`src/mapper_settings.svh`:
```
// Memory mapper settings

`ifndef MAPPER_SETTINGS_SVH
`define MAPPER_SETTINGS_SVH

// programmable address regions, one active bit each
`define MAPPER_REGIONS 8

// 8-bit mapper registers seen by the CPU and the MCU
// upper half holds the region control and base pairs
`define MAPPER_REGS 32

// register doubling as the sound mailbox toward the Z80
`define MAPPER_SND_IDX 3

`endif

```
`src/mapper_pkg.sv`:
```
// Memory mapper types

`include "mapper_settings.svh"

package mapper_pkg;

    // register index, wide enough for the whole register file
    typedef logic [$clog2(`MAPPER_REGS)-1:0] reg_idx_t;

    // one register write, from either the CPU or the MCU side
    typedef struct packed {
        logic       en;
        reg_idx_t   idx;
        logic [7:0] data;
    } reg_wr_t;

    // settings of one region, taken from its control and base registers
    // size 0..3 selects 64 kB, 128 kB, 512 kB, 2048 kB
    // dtack is the wait cycle code passed to the bus logic
    typedef struct packed {
        logic [7:0] base;
        logic [1:0] dtack;
        logic [1:0] size;
    } region_cfg_t;

    // all regions side by side, region 0 in the low bits
    typedef region_cfg_t [`MAPPER_REGIONS-1:0] region_cfg_array_t;

endpackage

```
`src/mapper_access.sv`:
```
// Mapper register access arbiter

module mapper_access import mapper_pkg::*; (
    input  logic        clk,
    input  logic        rst,
    // 68000 side
    input  logic [23:1] addr,
    input  logic [15:0] cpu_dout,
    input  logic [1:0]  cpu_dswn,
    input  logic        cpu_asn,
    // MCU side
    input  logic [15:0] mcu_addr,
    input  logic [7:0]  mcu_dout,
    input  logic        mcu_wr,
    // no region selected, CPU owns the registers
    input  logic        region_none,
    output reg_wr_t     wr
);

    // address strobe and lower data strobe both asserted
    logic cpu_strobe;
    // strobe level from the previous cycle
    logic cpu_strobe_q;
    // first cycle of a strobe assertion
    logic cpu_wr;

    // only the low byte lane reaches the registers
    assign cpu_strobe = ~cpu_asn & ~cpu_dswn[0];
    assign cpu_wr     = cpu_strobe & ~cpu_strobe_q;

    always_ff @(posedge clk or posedge rst) begin
        if (rst) begin
            cpu_strobe_q <= 1'b0;
        end else begin
            cpu_strobe_q <= cpu_strobe;
        end
    end

    // CPU writes while it sees no region, the MCU writes otherwise
    always_comb begin
        if (region_none) begin
            wr.en   = cpu_wr;
            // word address, so register index starts at address bit 1
            wr.idx  = addr[5:1];
            wr.data = cpu_dout[7:0];
        end else begin
            wr.en   = mcu_wr;
            wr.idx  = mcu_addr[4:0];
            wr.data = mcu_dout;
        end
    end

endmodule

```
`src/mapper_regs.sv`:
```
// Mapper register file

`include "mapper_settings.svh"

module mapper_regs import mapper_pkg::*; (
    input  logic              clk,
    input  logic              rst,
    input  reg_wr_t           wr,
    // Z80 reads the mailbox
    input  logic              sndmap_rd,
    // per region view of the upper registers
    output region_cfg_array_t cfg,
    // sound mailbox toward the Z80
    output logic [7:0]        sndmap_dout,
    output logic              sndmap_obf,
    // read back toward the MCU
    output logic [7:0]        mcu_din
);

    // region control and base pairs start halfway up the file
    localparam int CFG_BASE = `MAPPER_REGS / 2;

    logic [7:0] mmr [`MAPPER_REGS];
    // index of the most recent write, used for MCU read back
    reg_idx_t   rd_idx;
    // write hits the mailbox register
    logic       snd_wr;

    assign snd_wr = wr.en && (wr.idx == reg_idx_t'(`MAPPER_SND_IDX));

    // register file, all zero after reset
    always_ff @(posedge clk or posedge rst) begin
        if (rst) begin
            for (int i = 0; i < `MAPPER_REGS; i++) begin
                mmr[i] <= 8'd0;
            end
        end else if (wr.en) begin
            mmr[wr.idx] <= wr.data;
        end
    end

    // MCU read port follows the last written index
    always_ff @(posedge clk or posedge rst) begin
        if (rst) begin
            rd_idx <= '0;
        end else if (wr.en) begin
            rd_idx <= wr.idx;
        end
    end

    // output buffer full flag
    // a Z80 read in the same cycle as a write clears it
    always_ff @(posedge clk or posedge rst) begin
        if (rst) begin
            sndmap_obf <= 1'b0;
        end else if (sndmap_rd) begin
            sndmap_obf <= 1'b0;
        end else if (snd_wr) begin
            sndmap_obf <= 1'b1;
        end
    end

    // control at 16+2n, base at 17+2n
    // control bits 7:4 are not used by the decoder
    always_comb begin
        for (int n = 0; n < `MAPPER_REGIONS; n++) begin
            cfg[n].size  = mmr[CFG_BASE + 2*n][1:0];
            cfg[n].dtack = mmr[CFG_BASE + 2*n][3:2];
            cfg[n].base  = mmr[CFG_BASE + 2*n + 1];
        end
    end

    assign sndmap_dout = mmr[`MAPPER_SND_IDX];
    assign mcu_din     = mmr[rd_idx];

endmodule

```
`src/region_decoder.sv`:
```
// Region address decoder

`include "mapper_settings.svh"

module region_decoder import mapper_pkg::*; (
    input  logic [23:1]                addr,
    input  logic [2:0]                 cpu_fc,
    input  region_cfg_array_t          cfg,
    // one hot, or zero when nothing matches
    output logic [`MAPPER_REGIONS-1:0] active,
    // wait cycle code of the winning region
    output logic [1:0]                 dtack_cyc,
    output logic                       region_none
);

    // raw compare result per region, several may be set
    logic [`MAPPER_REGIONS-1:0] match;
    // function code 7 marks an interrupt acknowledge cycle
    logic                       iack;

    assign iack = &cpu_fc;

    // compare the top address bits, fewer bits for larger regions
    always_comb begin
        for (int i = 0; i < `MAPPER_REGIONS; i++) begin
            case (cfg[i].size)
                // 64 kB
                2'd0: match[i] = addr[23:16] == cfg[i].base;
                // 128 kB
                2'd1: match[i] = addr[23:17] == cfg[i].base[7:1];
                // 512 kB
                2'd2: match[i] = addr[23:19] == cfg[i].base[7:3];
                // 2048 kB
                default: match[i] = addr[23:21] == cfg[i].base[7:5];
            endcase
        end
    end

    // lowest numbered match wins
    always_comb begin : pick
        logic found;
        found     = 1'b0;
        active    = '0;
        dtack_cyc = 2'd0;
        for (int i = 0; i < `MAPPER_REGIONS; i++) begin
            if (match[i] && !found) begin
                found     = 1'b1;
                active[i] = 1'b1;
                dtack_cyc = cfg[i].dtack;
            end
        end
        // no memory region answers an interrupt acknowledge
        if (iack) begin
            active    = '0;
            dtack_cyc = 2'd0;
        end
    end

    assign region_none = active == '0;

endmodule

```
`src/vblank_irq.sv`:
```
// Vertical blank interrupt

module vblank_irq (
    input  logic       clk,
    input  logic       rst,
    input  logic       vint,
    input  logic       cpu_asn,
    input  logic [2:0] cpu_fc,
    // active low priority level toward the 68000
    output logic [2:0] cpu_ipln,
    // autovector request, low during acknowledge
    output logic       cpu_vpan
);

    // registered vint for edge detection
    logic vint_q;
    // pending request, active low
    logic irqn;
    // interrupt acknowledge cycle, active low
    logic inta_n;

    assign inta_n = ~(&cpu_fc & ~cpu_asn);

    always_ff @(posedge clk or posedge rst) begin
        if (rst) begin
            vint_q <= 1'b0;
        end else begin
            vint_q <= vint;
        end
    end

    // acknowledge beats a new edge in the same cycle
    always_ff @(posedge clk or posedge rst) begin
        if (rst) begin
            irqn <= 1'b1;
        end else if (!inta_n) begin
            irqn <= 1'b1;
        end else if (vint && !vint_q) begin
            irqn <= 1'b0;
        end
    end

    // level 4 shows as 3 on the inverted lines
    assign cpu_ipln = {irqn, 2'b11};
    assign cpu_vpan = inta_n;

endmodule

```
`src/mapper_top.sv`:
```
// Memory mapper top level

`include "mapper_settings.svh"

module mapper_top import mapper_pkg::*; (
    input  logic                       clk,
    input  logic                       rst,
    input  logic                       vint,
    // 68000 interface
    input  logic [23:1]                addr,
    input  logic [15:0]                cpu_dout,
    input  logic [1:0]                 cpu_dswn,
    input  logic                       cpu_asn,
    input  logic [2:0]                 cpu_fc,
    output logic [2:0]                 cpu_ipln,
    output logic                       cpu_vpan,
    output logic [1:0]                 dtack_cyc,
    output logic [`MAPPER_REGIONS-1:0] active,
    // Z80 interface
    input  logic                       sndmap_rd,
    output logic [7:0]                 sndmap_dout,
    output logic                       sndmap_obf,
    // MCU interface
    input  logic [15:0]                mcu_addr,
    input  logic [7:0]                 mcu_dout,
    input  logic                       mcu_wr,
    output logic [7:0]                 mcu_din
);

    // write request from the arbiter
    reg_wr_t           wr;
    // region settings from the register file
    region_cfg_array_t cfg;
    // decoder sees no region, hands registers to the CPU
    logic              region_none;

    mapper_access u_access (
        .clk         (clk),
        .rst         (rst),
        .addr        (addr),
        .cpu_dout    (cpu_dout),
        .cpu_dswn    (cpu_dswn),
        .cpu_asn     (cpu_asn),
        .mcu_addr    (mcu_addr),
        .mcu_dout    (mcu_dout),
        .mcu_wr      (mcu_wr),
        .region_none (region_none),
        .wr          (wr)
    );

    mapper_regs u_regs (
        .clk         (clk),
        .rst         (rst),
        .wr          (wr),
        .sndmap_rd   (sndmap_rd),
        .cfg         (cfg),
        .sndmap_dout (sndmap_dout),
        .sndmap_obf  (sndmap_obf),
        .mcu_din     (mcu_din)
    );

    region_decoder u_decoder (
        .addr        (addr),
        .cpu_fc      (cpu_fc),
        .cfg         (cfg),
        .active      (active),
        .dtack_cyc   (dtack_cyc),
        .region_none (region_none)
    );

    vblank_irq u_irq (
        .clk      (clk),
        .rst      (rst),
        .vint     (vint),
        .cpu_asn  (cpu_asn),
        .cpu_fc   (cpu_fc),
        .cpu_ipln (cpu_ipln),
        .cpu_vpan (cpu_vpan)
    );

endmodule

```
`config.mk`:
```
export PLATFORM = sky130hd
export DESIGN_NAME = mapper_top
export DESIGN_NICKNAME = d
export VERILOG_FILES = /design/src/mapper_pkg.sv /design/src/mapper_access.sv /design/src/mapper_regs.sv /design/src/region_decoder.sv /design/src/vblank_irq.sv /design/src/mapper_top.sv
export VERILOG_INCLUDE_DIRS = /design/src
export SDC_FILE = /design/constraint.sdc
export NUM_CORES = 1
export LEC_CHECK = 0
export ABC_AREA = 1
export ABC_CLOCK_PERIOD_IN_PS = 8150
export BUFFER_PORTS_ARGS = -buffer_cell sky130_fd_sc_hd__buf_2
export CAP_MARGIN = 30
export CORE_MARGIN = 8
export CORE_UTILIZATION = 48
export CTS_CLUSTER_DIAMETER = 60
export DETAILED_ROUTE_END_ITERATION = 8
export PLACE_DENSITY = 0.67
export SYNTH_ARGS = -nofsm -noshare
export SYNTH_HDL_FRONTEND = slang
export SYNTH_SLANG_ARGS = --single-unit
```
`constraint.sdc`:
```
create_clock -name clk -period 8.15 [get_ports clk]
set_input_delay 0.815 -clock clk [delete_from_list [all_inputs] [get_ports clk]]
set_output_delay 0.815 -clock clk [all_outputs]
set_load 0.005 [all_outputs]
```
# Word level (Yosys, flattened, before mapping)
# Index checks and enable logic that the tools add are counted.
word_totals:
  register_bits: 265
  input_bits: 74
  out_inout_bits: 31
  elab_cells: 171
classes:
  n_lt_le_gt_ge: 3
  eq_ne: 49
  mux: 43
  n_bitwise: 9
  reduce_logical: 30
op_table:
  columns: ["op", "count"]
  rows:
  - ["256-bit bitwise mux", 1]
  - ["8-bit equality test", 8]
  - ["7-bit equality test", 8]
  - ["8-bit binary-select mux with 5-bit select", 1]
  - ["8-bit demux with 5-bit select", 1]
  - ["5-bit equality test", 8]
  - ["8-bit two-way mux", 4]
  - ["3-bit equality test", 8]
  - ["1-bit one-hot mux with 3 select lines", 8]
  - ["1-bit two-way mux", 18]
  - ["2-bit two-way mux", 9]
  - ["2-bit by 1-bit equality test with 1-bit output (second input constant)", 8]
  - ["2-bit equality test (second input constant)", 8]
  - ["2-bit zero test", 8]
  - ["14-bit two-way mux", 1]
  - ["6-bit greater-or-equal comparator (second input constant)", 2]
  - ["5-bit inverter with 6-bit output", 2]
  - ["1-bit logical AND", 10]
  - ["1-bit zero test", 8]
  - ["8-bit zero test", 1]
  - ["6-bit by 1-bit less-than comparator with 1-bit output (second input constant)", 1]
  - ["5-bit by 2-bit equality test with 1-bit output (second input constant)", 1]
  - ["1-bit inverter", 4]
  - ["2-bit nonzero test", 2]
  - ["2 further kinds", 4]

# Depth between registers and ports, before layout
depth:
  word_depth: 33
  mapped_depth: 21
  depth_no_buf: 18

# Modules after synthesis
# A second synthesis with hierarchy kept.
unflattened:
  hier_cells: 1972
  area_unflattened_um2: 14731.6
by_module_without_submodules:
  columns: ["module", "n_inst", "cells_per_inst", "area_per_inst_um2", "seq_area_each_um2"]
  rows:
  - ["mapper_regs", 1, 1616, 12887.4, 6556.3]
  - ["region_decoder", 1, 291, 1505.2, 0.0]
  - ["mapper_access", 1, 49, 216.5, 25.0]
  - ["vblank_irq", 1, 16, 122.6, 51.3]

# Least setup slack after synthesis
# No wires, ideal clock.
synth_timing:
  kind: "in2out"
  start: "input addr[20] (netlist bit)"
  end: "output dtack_cyc[0]"
  arrival_ps: 2366
  required_ps: 7335
  setup_slack_ps: 4969
  cell_stages: 14
  n_path_buf: 1
  cell_sequence: "buf_2 -> inv_2 -> nand2_1 -> nand2_1 -> nor2_1 -> nor2_1 -> nor2_2 -> nand2_2 -> nand3_2 -> nor2_4 -> inv_1 -> nor3_1 -> nand2_1 -> a41oi_1"
synth_via:
  elab_chain_len: 25
  elab_cells_between_ends: 62
  classes_between: "eq/ne: 24; mux: 24; reduce/logical: 14"
synth_lines:
  columns: ["item", "line", "source"]
  rows:
  - ["from (decl)", "mapper_top.sv:10", "input logic [23:1] addr,"]
  - ["8-bit equality test (tied with other cells)", "region_decoder.sv:28", "2'd0: match[i] = addr[23:16] == cfg[i].base;"]
  - ["1-bit one-hot mux with 3 select lines", "region_decoder.sv:26", "case (cfg[i].size)"]
  - ["1-bit two-way mux", "region_decoder.sv:46", "if (match[i] && !found) begin"]
  - ["1-bit zero test", "region_decoder.sv:46", null]
  - ["1-bit logical AND", "region_decoder.sv:46", null]
  - ["1-bit two-way mux", "region_decoder.sv:46", null]
  - ["1-bit zero test", "region_decoder.sv:46", null]
  - ["1-bit logical AND", "region_decoder.sv:46", null]
  - ["[9 not listed]", null, null]
  - ["1-bit two-way mux", "region_decoder.sv:46", null]
  - ["1-bit zero test", "region_decoder.sv:46", null]
  - ["1-bit logical AND", "region_decoder.sv:46", null]
  - ["1-bit two-way mux", "region_decoder.sv:46", null]
  - ["1-bit zero test", "region_decoder.sv:46", null]
  - ["1-bit logical AND", "region_decoder.sv:46", null]
  - ["2-bit two-way mux (*)", "region_decoder.sv:46", null]
  - ["2-bit two-way mux (*)", "region_decoder.sv:53", "if (iack) begin"]
  - ["to (decl)", "mapper_top.sv:17", "output logic [1:0] dtack_cyc,"]
# Every way passes the cells marked *; elsewhere a longest branch is shown, timed or not.

# Worst setup path after layout
layout_timing:
  start: "register u_regs.rd_idx[0]"
  end: "output mcu_din[0]"
layout_via:
  elab_chain_len: 4
layout_lines:
  columns: ["item", "line", "source"]
  rows:
  - ["from (decl)", "mapper_regs.sv:25", "reg_idx_t rd_idx;"]
  - ["from (signal assigned)", "mapper_regs.sv:47", "rd_idx <= wr.idx;"]
  - ["5-bit inverter with 6-bit output (not written as such)", "mapper_regs.sv:74", "assign mcu_din = mmr[rd_idx];"]
  - ["8-bit binary-select mux with 5-bit select", "mapper_regs.sv:74", null]
  - ["8-bit two-way mux (not written as such) (2 in series)", "mapper_regs.sv:74", null]
  - ["to (decl)", "mapper_top.sv:27", "output logic [7:0] mcu_din"]
# No other way between the ends. The select of a mux whose other input is x is not followed.

==> summary by stage <==
Synth
The count of yosys warnings during synthesis is 0. The average instance area after synthesis is 7.45 um^2. The fraction of synthesis flops using an asynchronous set or reset pin is 100%.

The post-synthesis instance area is 0.0145 mm^2. The synthesized design contains 0 enable-type register cells. The register bit count reported by yosys is 265. The synthesized instance count is 1952.

The most frequently used flop master after synthesis is sky130_fd_sc_hd__dfrtp_1. The register area share after synthesis is 45.6%. The number of unique standard cell types used by synthesis is 41.

Flow run
Across the run, the number of max-cap violations was 0.

Timing
At the pin with the least slew margin, the transition time is 934 ps. The number of hold violations in the final report is 0. The maximum operating frequency is 211 MHz. Setup repair after global routing left no endpoint under its margin.

The slack of the critical path is 3400 ps. The final total negative setup slack is 0 ps. The final critical delay including setup and external delays is 4750 ps. After layout, the worst path uses 58.3% of the clock period. The tightest hold path in the finished design has a slack of 256 ps. Measured against its own limit, the worst slew margin works out to 37.5%.

The final setup violation count is 0. The worst-case clock skew is 22.7 ps. The number of pins exceeding their max-slew limit in the final report is 0.

Die
The area of the core is 0.0297 mm^2. The floorplan step set the die width to 190 um. The die covers 0.0361 mm^2. The number of top-level pins is 105.

The height of the die is 190 um. The total number of placement rows is 63. The starting density of the core is 48.9%.

Cells and area
Relative to the synthesized area, the layout overhead comes to 9.50%. The number of nets in the final layout is 2000. The utilization after layout is 53.6%.

The final standard cell count with taps included and fillers excluded is 2338. Cells with a size suffix above 1 make up 9.86% of the layout. The count of fill cells added during filler insertion is 2818.

The repair_antennas step left the layout with diodes totalling 0.

Clock network
The TritonCTS clock tree is built. The total of cells resized after clock tree synthesis is 0. CTS saw 265 sinks. Clock-pin slew was measured on the worst setup and hold paths at 60 ps. After clock tree synthesis, the setup repair step added 0 buffers.

The CTS root buffer is sky130_fd_sc_hd__clkbuf_16. The number of buffers created by CTS is 31. The buffer depth of the longest clock path is 3.

The number of H-tree levels is 1. The clock latency on the worst-skew pair is 580 ps. The number of buffers inserted for hold repair after clock tree synthesis is 0.

Global route
The number of antenna violations at the first check in global routing is 1. Across every metal layer, demand over resource in global routing totals 25.2%. The remaining global-route overflow is 0. The first global-routing pass estimated 72.9 mm of wire. The number of global-route vias before repair is 13000. Entering global routing, the biggest net connects 139 pins.

Detailed routing
The total via count after detailed routing is 13500. The routed design has 45.6 mm of wire. The count of nets left with antenna violations after detail routing is 0. The violation count after the first detailed-routing iteration is 1399.

The length of the first detailed-routing pass in iterations is 5. The via density per instance is 5.78. For this run, design rule violations remaining after detail routing come to 0. The average routed wire per standard cell is 19.5 um.

Critical path
The startpoint identified for the worst register-to-register timing path is u_regs.cfg[21]. Among cell families on the critical path, the largest total delay comes from buffers and inverters. The critical path endpoint category is a primary output. The critical path class is flip-flop to primary output. For the worst setup path, the data required time is 7340 ps.

The master of the slowest instance on the critical path is sky130_fd_sc_hd__dfrtp_4. The setup check on the worst reg-to-reg path leaves a slack of 3930 ps. STA puts the critical path data arrival time at 3940 ps. The number of buffer and inverter stages on the critical path is 3. The top fanout value on the critical path is 77.

The startpoint type of the worst setup path is a flip-flop. The endpoint of the worst-slack reg-to-reg timing path is u_regs.mmr[110]. The critical path goes through inv_4, buf_4, o21ai_0, o211ai_1, nand3_1, a32oi_1, buf_2. The maximum single-stage delay on the critical path is 720 ps. The cell depth of the worst flop-to-flop path is 19.

Placed design
Detailed placement finished with a half-perimeter wire length of 27.0 mm. The number of port buffers is 72. At the end of routability-driven placement, the weighted congestion stood at 0.848.

The post-place setup slack is 3260 ps. Including well taps, the total number of placed cells is 2281.

Power
Power spread over the standard cell area amounts to 362 mW/mm^2. The peak supply drop is 0.000204 V. The leakage power is 8.16 nW.

Run status
The flow ran to the end, and the final reports show no timing, DRC or antenna violations.

Hold path
The class of the tightest hold or removal check is primary input to asynchronous set/reset pin.
-- kinds of logic (layout without fill, tap and decap cells) --
family	after synthesis	after routing	synth area share, %
and+or+nand+nor	1173	1173	34.5
DFF	265	265	45.6
AOI/OAI and AO/OA	254	254	10.5
buffers and inverters	212	207	6.61
xor gates and xnor gates	47	47	2.83
other	1	2	0.0258
-- metal layers --
layer / GRT usage, % / up-vias / part of all wire, %
li1: - / 6354 / -
met1: 33.8 / 6492 / 42
met2: 41.3 / 556 / 47
met3: 3.95 / 99 / 8.0
met4: 8.09 / 2 / 3.0
met5: 0 / - / 0.022
-- worst max path at each step --
stage	startpoint	end	slack, ps	cells past startpoint
finish	u_regs.rd_idx[0]	mcu_din[0]	3400	7
global route	u_regs.rd_idx[0]	mcu_din[4]	3150	8
CTS	u_regs.rd_idx[0]	mcu_din[0]	3410	7
detailed placement	addr[16]	u_regs.mmr[45]	3260	18
global placement	addr[16]	u_regs.mmr[45]	3300	18
floorplan	rst	u_access.cpu_strobe_q	40	1
-- cell usage in the layout (no fill, tap or decap), types with 2 or more instances in the layout --
cell type | Yosys | routed
sky130_fd_sc_hd__nand2_1 | 665 | 660
sky130_fd_sc_hd__nand2_4 | 2 | 2
sky130_fd_sc_hd__clkinvlp_4 | 0 | 2
sky130_fd_sc_hd__clkbuf_16 | 0 | 31
sky130_fd_sc_hd__xor2_1 | 17 | 17
sky130_fd_sc_hd__buf_16 | 0 | 2
sky130_fd_sc_hd__nor2_1 | 167 | 167
sky130_fd_sc_hd__nand3_1 | 296 | 296
sky130_fd_sc_hd__conb_1 | 1 | 2
sky130_fd_sc_hd__clkbuf_8 | 0 | 3
sky130_fd_sc_hd__nand2_2 | 19 | 24
sky130_fd_sc_hd__a32oi_1 | 8 | 8
sky130_fd_sc_hd__nor2_8 | 4 | 4
sky130_fd_sc_hd__xnor2_1 | 30 | 30
sky130_fd_sc_hd__inv_4 | 1 | 2
sky130_fd_sc_hd__a31oi_1 | 9 | 9
sky130_fd_sc_hd__a21oi_1 | 20 | 20
sky130_fd_sc_hd__o21ai_0 | 151 | 151
sky130_fd_sc_hd__nand3b_1 | 3 | 3
sky130_fd_sc_hd__nor2_4 | 9 | 9
sky130_fd_sc_hd__clkbuf_1 | 87 | 11
sky130_fd_sc_hd__inv_1 | 54 | 51
sky130_fd_sc_hd__buf_12 | 0 | 4
sky130_fd_sc_hd__dfrtp_1 | 264 | 262
sky130_fd_sc_hd__o211ai_1 | 6 | 6
sky130_fd_sc_hd__o221ai_1 | 39 | 39
sky130_fd_sc_hd__buf_2 | 31 | 72
sky130_fd_sc_hd__bufinv_16 | 0 | 3
sky130_fd_sc_hd__buf_4 | 31 | 13
sky130_fd_sc_hd__clkinv_2 | 0 | 2
sky130_fd_sc_hd__o22ai_1 | 15 | 15
sky130_fd_sc_hd__inv_6 | 0 | 2
sky130_fd_sc_hd__nor3_1 | 3 | 3
sky130_fd_sc_hd__inv_2 | 5 | 6
-- sequential cells by signal, summed over array words and instances, names as in the netlist --
register / flops
u_irq.irqn: 1
u_irq.vint_q: 1
u_access.cpu_strobe_q: 1
u_regs.rd_idx: 5
u_regs.mmr: 152
u_regs.sndmap_dout: 8
u_regs.sndmap_obf: 1
u_regs.cfg: 96
-- through the flow --
step	instance area (um^2)	power (mW)
3_5_place_dp	14900	4.35
3_3_place_gp	14900	4.30
5_1_grt	15900	6.14
6_report	15900	5.76
2_1_floorplan	14600	3.62
4_1_cts	15900	5.74
-- synth_stat cells, types with 2 or more instances --
cell | instances | area share [%]
sky130_fd_sc_hd__nand3_1 | 296 | 10
sky130_fd_sc_hd__buf_4 | 31 | 1.6
sky130_fd_sc_hd__dfrtp_1 | 264 | 45
sky130_fd_sc_hd__a32oi_1 | 8 | 0.48
sky130_fd_sc_hd__a31oi_1 | 9 | 0.39
sky130_fd_sc_hd__nand3b_1 | 3 | 0.15
sky130_fd_sc_hd__inv_2 | 5 | 0.13
sky130_fd_sc_hd__nor3_1 | 3 | 0.10
sky130_fd_sc_hd__xor2_1 | 17 | 1.0
sky130_fd_sc_hd__o221ai_1 | 39 | 2.3
sky130_fd_sc_hd__nor2_4 | 9 | 0.70
sky130_fd_sc_hd__nand2_2 | 19 | 0.82
sky130_fd_sc_hd__o211ai_1 | 6 | 0.31
sky130_fd_sc_hd__buf_2 | 31 | 1.1
sky130_fd_sc_hd__o21ai_0 | 151 | 5.2
sky130_fd_sc_hd__a21oi_1 | 20 | 0.69
sky130_fd_sc_hd__nand2_1 | 665 | 17
sky130_fd_sc_hd__inv_1 | 54 | 1.4
sky130_fd_sc_hd__clkbuf_1 | 87 | 2.2
sky130_fd_sc_hd__xnor2_1 | 30 | 1.8
sky130_fd_sc_hd__nor2_1 | 167 | 4.3
sky130_fd_sc_hd__o22ai_1 | 15 | 0.65
sky130_fd_sc_hd__nor2_8 | 4 | 0.55
sky130_fd_sc_hd__nand2_4 | 2 | 0.15
-- layout make-up --
cell class,count,area [um^2],area share [%]
Sequential cell,265,6640,41.7
Tap cell,390,488,3.06
Clock buffer,45,858,5.39
Inverter,61,241,1.52
Clock inverter,10,141,0.888
Timing Repair Buffer,91,593,3.72
Multi-Input combinational cell,1476,6970,43.8
-- report_power, final --
part | switching (mW) | total, mW | internal [mW]
registers | 0.341 | 2.08 | 1.74
clock network | 0.571 | 1.39 | 0.822
logic | 1.58 | 2.29 | 0.705
No activity file was read; power rests on OpenSTA's default activity.
